**src/logic/poker_pkg.sv**
```systemverilog
package poker_pkg;

    // chip counts wrap modulo 128.
    typedef logic [6:0] chips_t;

    typedef enum logic [1:0] {
        mode_playing = 2'd0,
        mode_cashout = 2'd1,
        mode_freeze  = 2'd2
    } table_mode_e;

    // the order matters, since a round advances by counting up.
    typedef enum logic [1:0] {
        round_preflop = 2'd0,
        round_flop    = 2'd1,
        round_turn    = 2'd2,
        round_river   = 2'd3
    } round_e;

    typedef enum logic {
        player_1 = 1'b0,
        player_2 = 1'b1
    } player_e;

    typedef enum logic [1:0] {
        close_none     = 2'd0,
        close_fold     = 2'd1,
        close_showdown = 2'd2
    } close_e;

    // one chip movement from the betting logic to the ledger.
    // loser is only looked at when close is close_fold.
    typedef struct packed {
        player_e payer;
        chips_t  pay;
        close_e  close;
        player_e loser;
    } ledger_op_t;

    typedef struct packed {
        table_mode_e mode;
        round_e      round;
        player_e     cur_player;
        logic [7:0]  hand_count;
        chips_t      pot;
        chips_t      balance_1;
        chips_t      balance_2;
    } table_status_t;

endpackage

```
**src/logic/table_control.sv**
```systemverilog
`timescale 1ns/1ps

module table_control import poker_pkg::*; (
    input  logic        clk,
    input  logic        reset_d,
    input  logic        cashout,
    input  logic        freeze,
    input  round_e      round,
    output table_mode_e mode,
    output logic        betting_enable,
    output logic        session_clear
);

    table_mode_e saved_mode;
    table_mode_e next_mode;
    table_mode_e next_saved_mode;
    logic        next_session_clear;

    always_comb begin
        next_mode          = mode;
        next_saved_mode    = saved_mode;
        next_session_clear = 1'b0;
        case (mode)
            mode_playing: begin
                if (freeze) begin
                    next_mode       = mode_freeze;
                    next_saved_mode = mode_playing;
                end else if (cashout && round == round_preflop) begin
                    next_mode = mode_cashout;
                end
            end
            mode_cashout: begin
                if (freeze) begin
                    next_mode       = mode_freeze;
                    next_saved_mode = mode_cashout;
                end else if (!cashout) begin
                    // leaving cashout starts a fresh session.
                    next_mode          = mode_playing;
                    next_session_clear = 1'b1;
                end
            end
            mode_freeze: begin
                if (!freeze) begin
                    next_mode = saved_mode;
                end
            end
            default: begin
                next_mode = mode_playing;
            end
        endcase
    end

    always_ff @(posedge clk or posedge reset_d) begin
        if (reset_d) begin
            mode          <= mode_playing;
            saved_mode    <= mode_playing;
            session_clear <= 1'b0;
        end else begin
            mode          <= next_mode;
            saved_mode    <= next_saved_mode;
            session_clear <= next_session_clear;
        end
    end

    assign betting_enable = (mode == mode_playing);

endmodule

```
**src/logic/betting_round.sv**
```systemverilog
`timescale 1ns/1ps

module betting_round import poker_pkg::*; #(
    parameter chips_t RAISE_STEP = 7'd5,
    parameter chips_t BLIND      = 7'd1
) (
    input  logic       clk,
    input  logic       reset_d,
    input  logic       betting_enable,
    input  logic       session_clear,
    input  logic       fold,
    input  logic       call,
    input  logic       raise,
    output round_e     round,
    output player_e    cur_player,
    output logic [7:0] hand_count,
    output ledger_op_t ledger_op
);

    chips_t     open_bet;
    chips_t     committed_1;
    chips_t     committed_2;

    round_e     next_round;
    player_e    next_player;
    logic [7:0] next_hand_count;
    chips_t     next_open_bet;
    chips_t     next_committed_1;
    chips_t     next_committed_2;

    player_e    start_player;
    player_e    next_start;
    player_e    other_player;
    chips_t     committed_cur;
    chips_t     owed;
    chips_t     raised_bet;
    logic       accept;
    logic       do_fold;
    logic       do_call;
    logic       do_raise;
    logic       is_open;
    logic       advance;
    logic       showdown;

    // the start player alternates with every hand played.
    assign start_player  = player_e'(hand_count[0]);
    assign next_start    = player_e'(~hand_count[0]);
    assign other_player  = player_e'(~cur_player);
    assign committed_cur = (cur_player == player_1) ? committed_1 : committed_2;
    assign owed          = open_bet - committed_cur;
    assign raised_bet    = open_bet + RAISE_STEP;
    assign is_open       = (open_bet != '0);

    // fold wins over call and call wins over raise.
    assign accept   = betting_enable && !session_clear;
    assign do_fold  = accept && fold;
    assign do_call  = accept && call && !fold;
    assign do_raise = accept && raise && !fold && !call;

    // a check only ends the round when the second player makes it.
    assign advance  = do_call && (is_open || cur_player != start_player);
    assign showdown = advance && (round == round_river);

    always_comb begin
        ledger_op = '0;
        if (do_fold) begin
            ledger_op.payer = cur_player;
            ledger_op.close = close_fold;
            ledger_op.loser = cur_player;
        end else if (do_call) begin
            ledger_op.payer = cur_player;
            ledger_op.pay   = is_open ? owed : '0;
            ledger_op.close = showdown ? close_showdown : close_none;
        end else if (do_raise) begin
            ledger_op.payer = cur_player;
            ledger_op.pay   = owed + RAISE_STEP;
        end
    end

    always_comb begin
        next_round       = round;
        next_player      = cur_player;
        next_hand_count  = hand_count;
        next_open_bet    = open_bet;
        next_committed_1 = committed_1;
        next_committed_2 = committed_2;
        if (do_fold || showdown) begin
            next_hand_count  = hand_count + 8'd1;
            next_round       = round_preflop;
            next_player      = next_start;
            next_open_bet    = '0;
            next_committed_1 = '0;
            next_committed_2 = '0;
            // after a fold the new start player posts the blind.
            if (do_fold) begin
                next_open_bet = BLIND;
                if (next_start == player_1) begin
                    next_committed_1 = BLIND;
                end else begin
                    next_committed_2 = BLIND;
                end
            end
        end else if (advance) begin
            next_round       = round_e'(round + 2'd1);
            next_player      = start_player;
            next_open_bet    = '0;
            next_committed_1 = '0;
            next_committed_2 = '0;
        end else if (do_call) begin
            next_player = other_player;
        end else if (do_raise) begin
            next_open_bet = raised_bet;
            if (cur_player == player_1) begin
                next_committed_1 = raised_bet;
            end else begin
                next_committed_2 = raised_bet;
            end
            next_player = other_player;
        end
    end

    always_ff @(posedge clk or posedge reset_d) begin
        if (reset_d) begin
            round       <= round_preflop;
            cur_player  <= player_1;
            hand_count  <= '0;
            open_bet    <= '0;
            committed_1 <= '0;
            committed_2 <= '0;
        end else if (session_clear) begin
            round       <= round_preflop;
            cur_player  <= player_1;
            hand_count  <= '0;
            open_bet    <= '0;
            committed_1 <= '0;
            committed_2 <= '0;
        end else begin
            round       <= next_round;
            cur_player  <= next_player;
            hand_count  <= next_hand_count;
            open_bet    <= next_open_bet;
            committed_1 <= next_committed_1;
            committed_2 <= next_committed_2;
        end
    end

endmodule

```
**src/logic/chip_ledger.sv**
```systemverilog
`timescale 1ns/1ps

module chip_ledger import poker_pkg::*; #(
    parameter chips_t START_BALANCE = 7'd49,
    parameter chips_t BLIND         = 7'd1
) (
    input  logic       clk,
    input  logic       reset_d,
    input  logic       session_clear,
    input  logic       win,
    input  logic       tie,
    input  ledger_op_t ledger_op,
    output chips_t     pot,
    output chips_t     balance_1,
    output chips_t     balance_2
);

    chips_t paid_1;
    chips_t paid_2;
    chips_t pot_paid;
    chips_t half_pot;
    chips_t next_balance_1;
    chips_t next_balance_2;
    chips_t next_pot;

    // the pay leaves the payer first, so a closing operation pays out
    // a pot that already holds it.
    assign paid_1   = (ledger_op.payer == player_1) ? balance_1 - ledger_op.pay : balance_1;
    assign paid_2   = (ledger_op.payer == player_2) ? balance_2 - ledger_op.pay : balance_2;
    assign pot_paid = pot + ledger_op.pay;
    assign half_pot = pot_paid >> 1;

    always_comb begin
        next_balance_1 = paid_1;
        next_balance_2 = paid_2;
        next_pot       = pot_paid;
        case (ledger_op.close)
            close_fold: begin
                if (ledger_op.loser == player_1) begin
                    next_balance_2 = paid_2 + pot_paid;
                end else begin
                    next_balance_1 = paid_1 + pot_paid;
                end
                // the blind of the next hand is not charged to anyone.
                next_pot = BLIND;
            end
            close_showdown: begin
                if (tie) begin
                    // an odd chip is dropped on a split pot.
                    next_balance_1 = paid_1 + half_pot;
                    next_balance_2 = paid_2 + half_pot;
                end else if (win) begin
                    next_balance_1 = paid_1 + pot_paid;
                end else begin
                    next_balance_2 = paid_2 + pot_paid;
                end
                next_pot = '0;
            end
            default: begin
                next_pot = pot_paid;
            end
        endcase
    end

    always_ff @(posedge clk or posedge reset_d) begin
        if (reset_d) begin
            balance_1 <= START_BALANCE;
            balance_2 <= START_BALANCE;
            pot       <= '0;
        end else if (session_clear) begin
            balance_1 <= START_BALANCE;
            balance_2 <= START_BALANCE;
            pot       <= '0;
        end else begin
            balance_1 <= next_balance_1;
            balance_2 <= next_balance_2;
            pot       <= next_pot;
        end
    end

endmodule

```
**src/logic/poker_table.sv**
```systemverilog
`timescale 1ns/1ps

module poker_table import poker_pkg::*; #(
    parameter chips_t START_BALANCE = 7'd49,
    parameter chips_t RAISE_STEP    = 7'd5,
    parameter chips_t BLIND         = 7'd1
) (
    input  logic          clk,
    input  logic          reset_d,
    input  logic          fold,
    input  logic          call,
    input  logic          raise,
    input  logic          cashout,
    input  logic          freeze,
    input  logic          win,
    input  logic          tie,
    output table_status_t status
);

    table_mode_e mode;
    logic        betting_enable;
    logic        session_clear;
    round_e      round;
    player_e     cur_player;
    logic [7:0]  hand_count;
    ledger_op_t  ledger_op;
    chips_t      pot;
    chips_t      balance_1;
    chips_t      balance_2;

    table_control i_table_control (
        .clk            (clk),
        .reset_d        (reset_d),
        .cashout        (cashout),
        .freeze         (freeze),
        .round          (round),
        .mode           (mode),
        .betting_enable (betting_enable),
        .session_clear  (session_clear)
    );

    betting_round #(
        .RAISE_STEP (RAISE_STEP),
        .BLIND      (BLIND)
    ) i_betting_round (
        .clk            (clk),
        .reset_d        (reset_d),
        .betting_enable (betting_enable),
        .session_clear  (session_clear),
        .fold           (fold),
        .call           (call),
        .raise          (raise),
        .round          (round),
        .cur_player     (cur_player),
        .hand_count     (hand_count),
        .ledger_op      (ledger_op)
    );

    chip_ledger #(
        .START_BALANCE (START_BALANCE),
        .BLIND         (BLIND)
    ) i_chip_ledger (
        .clk           (clk),
        .reset_d       (reset_d),
        .session_clear (session_clear),
        .win           (win),
        .tie           (tie),
        .ledger_op     (ledger_op),
        .pot           (pot),
        .balance_1     (balance_1),
        .balance_2     (balance_2)
    );

    assign status = '{
        mode:       mode,
        round:      round,
        cur_player: cur_player,
        hand_count: hand_count,
        pot:        pot,
        balance_1:  balance_1,
        balance_2:  balance_2
    };

endmodule

```
**config.mk**
```make
export PLATFORM = sky130hd
export DESIGN_NAME = poker_table
export DESIGN_NICKNAME = d
export VERILOG_FILES = /design/src/logic/poker_pkg.sv /design/src/logic/table_control.sv /design/src/logic/betting_round.sv /design/src/logic/chip_ledger.sv /design/src/logic/poker_table.sv
export SDC_FILE = /design/constraint.sdc
export NUM_CORES = 1
export LEC_CHECK = 0
export ABC_AREA = 1
export ABC_CLOCK_PERIOD_IN_PS = 6900
export BUFFER_PORTS_ARGS = -buffer_cell sky130_fd_sc_hd__buf_2
export CORE_ASPECT_RATIO = 1.5
export CORE_MARGIN = 4
export CORE_UTILIZATION = 35
export DETAILED_ROUTE_END_ITERATION = 10
export HOLD_SLACK_MARGIN = 0.08
export PLACE_DENSITY = 0.59
export REMOVE_ABC_BUFFERS = 1
export SLEW_MARGIN = 15
export SYNTH_ARGS = -nofsm -noshare
export SYNTH_HDL_FRONTEND = slang
export SYNTH_SLANG_ARGS = --single-unit
```
**constraint.sdc**
```tcl
create_clock -name clk -period 6.9 [get_ports clk]
set_input_delay 0.69 -clock clk [delete_from_list [all_inputs] [get_ports clk]]
set_output_delay 0.69 -clock clk [all_outputs]
set_load 0.01 [all_outputs]
```
### Word-level counts from Yosys, hierarchy flattened

Index checks and enable logic that the tools add are counted.

* equality and inequality tests: 13
* bitwise operators: 2
* multiplexer cells: 68
* add/sub/neg operators: 12
* reduce and logical (&&, ||, !) cells: 29

Operators by type and width (count)
* 2-to-1 mux 7 bit: 33
* case mux 7 bit (2 select lines): 3
* 2-to-1 mux 8 bit: 4
* 2-to-1 mux 2 bit: 13
* adder 7 bit: 3
* subtractor 7 bit: 3
* adder 7 x 3 -> 7 bit, second input constant: 2
* adder 7 x 6 -> 7 bit: 2
* 2-to-1 mux 1 bit: 13
* AND reduction 3 bit: 4
* logical AND 1 bit: 10
* adder 8 x 1 -> 8 bit, second input constant: 1
* != test 4 bit, second input constant: 2
* nonzero test 4 bit: 2
* nonzero test 7 bit: 1
* == test 2 bit, second input constant: 3
* != test 2 bit, second input constant: 3
* != test 3 bit, second input constant: 2
* case mux 2 bit (3 select lines): 1
* nonzero test 5 bit: 1
* == test 2 x 1 -> 1 bit, second input constant: 2
* logical NOT 2 bit: 2
* case mux 2 bit (2 select lines): 1
* nonzero test 2 bit: 2
* other kinds (7): 11

* input bits: 9
* bits in registers: 58
* output and inout port bits: 34
* logic and storage cells: 136

### Depth between registers and ports, before layout

* depth in word-level cells: 15
* gate-level depth with buffers: 37

### Modules after synthesis

Synthesis repeated with hierarchy kept, for this count alone.

* cell total of the unflattened synthesis: 866
* area, all modules: 5836.8 um2

Modules (own cells, without submodules)
* chip_ledger: cells an instance 495, times used 1, sequential area each 533.0 um2, area an instance 3253.1 um2
* betting_round: cells an instance 340, times used 1, sequential area each 800.8 um2, area an instance 2366.0 um2
* table_control: cells an instance 30, times used 1, sequential area each 100.1 um2, area an instance 210.2 um2
* poker_table: cells an instance 1, times used 1, sequential area each 0.0 um2, area an instance 7.5 um2

### Least setup slack after synthesis

No wires, ideal clock.

* kind: reg2reg
* start point: register i_betting_round.cur_player
* end point: register i_chip_ledger.balance_2[6]
* library setup time: 120 ps
* stages on the path, launching flop included: 31
* path buffers: 2
* arrival: 5041 ps
* path slack: 1739 ps
* period minus slack after synthesis: 5161 ps
* cell sequence: dfrtp_1 buf_2 clkbuf_1 o21ai_0 ha_1 inv_1 fa_1 ha_1 inv_1 nor2_1 a31oi_1 inv_1 fa_1 xor2_1 ha_1 nand2_1 nand2_1 a21oi_1 nor2_1 nor2_1 nor2_1 nor2_1 inv_1 nand3_1 nand2_1 inv_1 nand3_1 nand3_1 nand2_1 nand2_1 a21oi_1

* word-level cells in the longest chain between the ends: 13
* elaborated cells between the ends (all ways): 28

RTL lines
* from (decl): RTL line betting_round.sv:15 `output player_e cur_player,`
* from (signal assigned): RTL line betting_round.sv:125 `cur_player <= player_1;`
* from (signal assigned): RTL line betting_round.sv:132 `cur_player <= player_1;`
* from (signal assigned): RTL line betting_round.sv:139 `cur_player <= next_player;`
* 2-to-1 mux 7 bit: RTL line betting_round.sv:49 `assign committed_cur = (cur_player == player_1) ? committed_1 : committed_2;`
* subtractor 7 bit: RTL line betting_round.sv:50 `assign owed = open_bet - committed_cur;`
* adder 7 x 3 -> 7 bit: RTL line betting_round.sv:76 `ledger_op.pay = owed + RAISE_STEP;`
* 2-to-1 mux 8 bit: RTL line betting_round.sv:74 `end else if (do_raise) begin`
* 2-to-1 mux 8 bit: RTL line betting_round.sv:70 `end else if (do_call) begin`
* 2-to-1 mux 7 bit: RTL line betting_round.sv:66 `if (do_fold) begin`
* subtractor 7 bit: RTL line chip_ledger.sv:29 `assign paid_2 = (ledger_op.payer == player_2) ? balance_2 - ledger_op.pay : balance_2;`
* 2-to-1 mux 7 bit: RTL line chip_ledger.sv:29
* adder 7 bit: RTL line chip_ledger.sv:40, chip_ledger.sv:55
* 2-to-1 mux 7 bit: RTL line chip_ledger.sv:52 `end else if (win) begin`
* 2-to-1 mux 7 bit: RTL line chip_ledger.sv:48 `if (tie) begin`
* case mux 7 bit (2 select lines) (*): RTL line chip_ledger.sv:37 `case (ledger_op.close)`
* 2-to-1 mux 7 bit (*): RTL line chip_ledger.sv:70 `end else if (session_clear) begin`
* to (signal assigned): RTL line chip_ledger.sv:76 `balance_2 <= next_balance_2;`
* to (decl): RTL line chip_ledger.sv:15 `output chips_t balance_2`

Mark *: on every way between the ends. The rest lies on a longest branch, timed or not.
A chain may end at the register's enable or synchronous reset.

### Final worst setup path

Ends and elaborated chain as after synthesis.

==> results.json <==
{
  "cts_sinks": 57,
  "die_w_um": 111.0,
  "syn_area_mm2": 0.005567,
  "core-area_mm2": 0.01563,
  "slew_violations": 0,
  "critPathLaunch": "i_betting_round.cur_player",
  "worst_ep_arrival_time_ps": 5940,
  "syn2layout_area_growth_pct": 12.09,
  "dp.cells": 999,
  "drt-pass1-iter-count": 4,
  "start_util": 0.3563,
  "syn_inst": 765,
  "synth-edff-count": 0,
  "dpl_cell_area_mm2": 0.005958,
  "portBuffers": 42,
  "fin_tns_setup_ps": 0,
  "dpl.hpwl_um": 12440,
  "rows": 56,
  "setup-violations-final": 0,
  "crit_fanout": 16,
  "vias": 5188,
  "cap_violations": 0,
  "synth_flop_cell": "dfrtp_1",
  "min_from": "i_betting_round.committed_2[3]",
  "synth_common_cells": "nand2_1 (145), inv_1 (115), nor2_1 (62)",
  "synth_warnings": 0,
  "cts_buffers": 9,
  "cpLargestDelayFamily": "adder cells",
  "max_slew_margin": 0.4524,
  "htreeDepth": 3,
  "avgSynthCellArea_um2": 7.277,
  "hold_violations": 0,
  "timing.final.ws_setup_ps": 1213,
  "fin_area_mm2": 0.006240,
  "cts_hold_buf": 0,
  "hold_class": "register to register",
  "drt-total-wl_um": 16000,
  "grt_overflow_total": 0,
  "n_antenna_cell": 0,
  "place_ws_ps": 1236,
  "r2r_start": "i_betting_round.cur_player",
  "endpoint_kind": "register",
  "worst_slew_pin_slew_ps": 818.7,
  "antenna_found_initial": 0,
  "cts.repair.resized": 0,
  "clk_pin_slew_worst_paths_ps": 60,
  "ant_nets": 0,
  "maxClockFrequency_mhz": 175.9,
  "tritoncts": "built",
  "crit_path_max_incr_delay_ps": 680,
  "drc": 0,
  "path_depth": 26,
  "drive_gt1_frac": 0.1515,
  "rsz0062_at_grt": "false",
  "cts.root.buffer_cell": "clkbuf_16",
  "clk_latency_ps": 340,
  "fp.dieH_um": 162.5,
  "yosysSeqAreaShare": 0.2576,
  "worstHoldEndpoint": "i_betting_round.committed_2[3]",
  "grt_pass1_vias": 5156,
  "cp_slowest_cell": "xor2_1",
  "hold_depth": 2,
  "reg2regPathDepth": 26,
  "yosysMostFrequentCell": "nand2_1",
  "cts.path.max_buffers": 2,
  "initialDrtViolationCount": 184,
  "layout.cells.non_filler": 1015,
  "die-area_mm2": 0.01803,
  "track_usage": 0.1785,
  "synth_area_leaders": "dfrtp_1 (23%), ha_1 (12%), nand2_1 (9.8%), inv_1 (7.8%), o21ai_0 (5.4%)",
  "synth_top_area_share": 0.2293,
  "wl_per_cell_um": 15.77,
  "post_cts_buffers": 0,
  "cp.buffers_inverters": 5,
  "ys_types": 56,
  "fin_crit_sh": 0.8241,
  "worstReg2RegEnd": "i_chip_ledger.balance_2[6]",
  "via_per_inst": 5.111,
  "clock_skew_ps": 11.49,
  "place.gp.congestion": 0.8990,
  "startpoint_type": "register",
  "cp.required_ps": 7150,
  "synthArstFlopShare": 1.000,
  "post-route-min-period_ps": 5687,
  "status": "complete, no violations",
  "grt_max_degree": 58,
  "regToRegSetupSlack_ps": 1210,
  "pin_count": 43,
  "grt_first_pass_wirelength_um": 25880,
  "nNetsFinal": 879,
  "synth-seq-cells": 57,
  "synth_area_leader_cell": "dfrtp_1",
  "path_class": "register to register"
}
[how the worst max path moves through the flow]
stage,endpoint,slack (ps)
floorplan,i_chip_ledger.balance_2[6],1770
global placement,i_chip_ledger.balance_2[6],1340
detailed placement,i_chip_ledger.balance_2[6],1240
CTS,i_chip_ledger.balance_2[6],1200
global route,i_chip_ledger.balance_2[6],730
finish,i_chip_ledger.balance_2[6],1210
[cell usage in the layout, fill, tap and decap left out, types with 6 or more instances in the layout]
cell type	synthesis	final
a21oi_1	58	58
a31oi_1	10	10
buf_2	4	42
clkbuf_16	0	9
dfrtp_1	51	51
dfstp_2	6	6
fa_1	8	8
ha_1	55	55
inv_1	115	114
inv_2	12	13
nand2_1	145	145
nand2_2	10	10
nand3_1	38	38
nor2_1	62	62
nor2_4	6	6
o211ai_1	10	10
o21ai_0	60	60
o21ai_1	11	11
xnor2_1	7	7
xor2_1	16	16
[per-stage QoR]
step / util / hold WS, ps
after floorplan: - / 447.9
after global placement: 0.3813 / 466.7
after detailed placement: 0.3813 / 472.4
after CTS: 0.3993 / 487.5
after global routing: 0.3993 / 530.3
final: 0.3993 / 485.5
[worst register-to-register path, stage by stage, from the launching register on]
cell and delay, ps:
dfrtp_1 530, buf_4 300, mux2i_1 320, fa_1 510
ha_1 290, inv_1 50, nor2_1 40, a31oi_1 490
inv_1 190, fa_1 470, xor2_1 680, ha_1 410
nand2_1 90, nand2_1 50, a21oi_1 220, nor2_1 70
nor2_1 90, nor2_1 40, nor2_1 130, inv_1 60
nand3_1 70, nand2_1 70, nand2_1 80, nand3_1 80
nand2_1 100, inv_1 40, a21oi_1 130
[layout make-up]
class / instances / area [µm²]
Multi-Input combinational cell: 562 / 3536
Fill cell: 1662 / 9385
Clock inverter: 6 / 42.54
Timing Repair Buffer: 44 / 225.2
Tap cell: 203 / 254.0
Clock buffer: 10 / 239.0
Sequential cell: 57 / 1434
Inverter: 133 / 509.2
[sequential cells by signal, summed over array words and instances (netlist names)]
signal and count:
i_betting_round.hand_count 8, i_table_control.saved_mode 1, i_betting_round.round 2, i_chip_ledger.balance_2 7, i_chip_ledger.balance_1 7, i_chip_ledger.pot 7
i_betting_round.committed_2 7, i_betting_round.cur_player 1, i_table_control.mode 2, i_betting_round.open_bet 7, i_table_control.session_clear 1, i_betting_round.committed_1 7
[metal layers]
layer	wire length, µm	track usage	vias up
met2	8287	0.3273	120
li1	-	-	2620
met1	6537	0.2076	2411
met4	554	0.08123	0
met5	0	0	-
met3	624	0.01970	37
[kinds of logic after synthesis]
logic type | after synthesis | synth area share
XOR/XNOR | 23 | 0.03619
buffers and inverters | 146 | 0.1072
adder cells (fa/ha/maj) | 63 | 0.1524
AND/OR/NAND/NOR | 293 | 0.2466
multiplexers | 3 | 0.005395
flip-flops | 57 | 0.2576
AO/OA/AOI/OAI | 180 | 0.1947
Power is not shown: default switching activity piles up to over one toggle a cycle in this logic, so the estimate is an artifact.
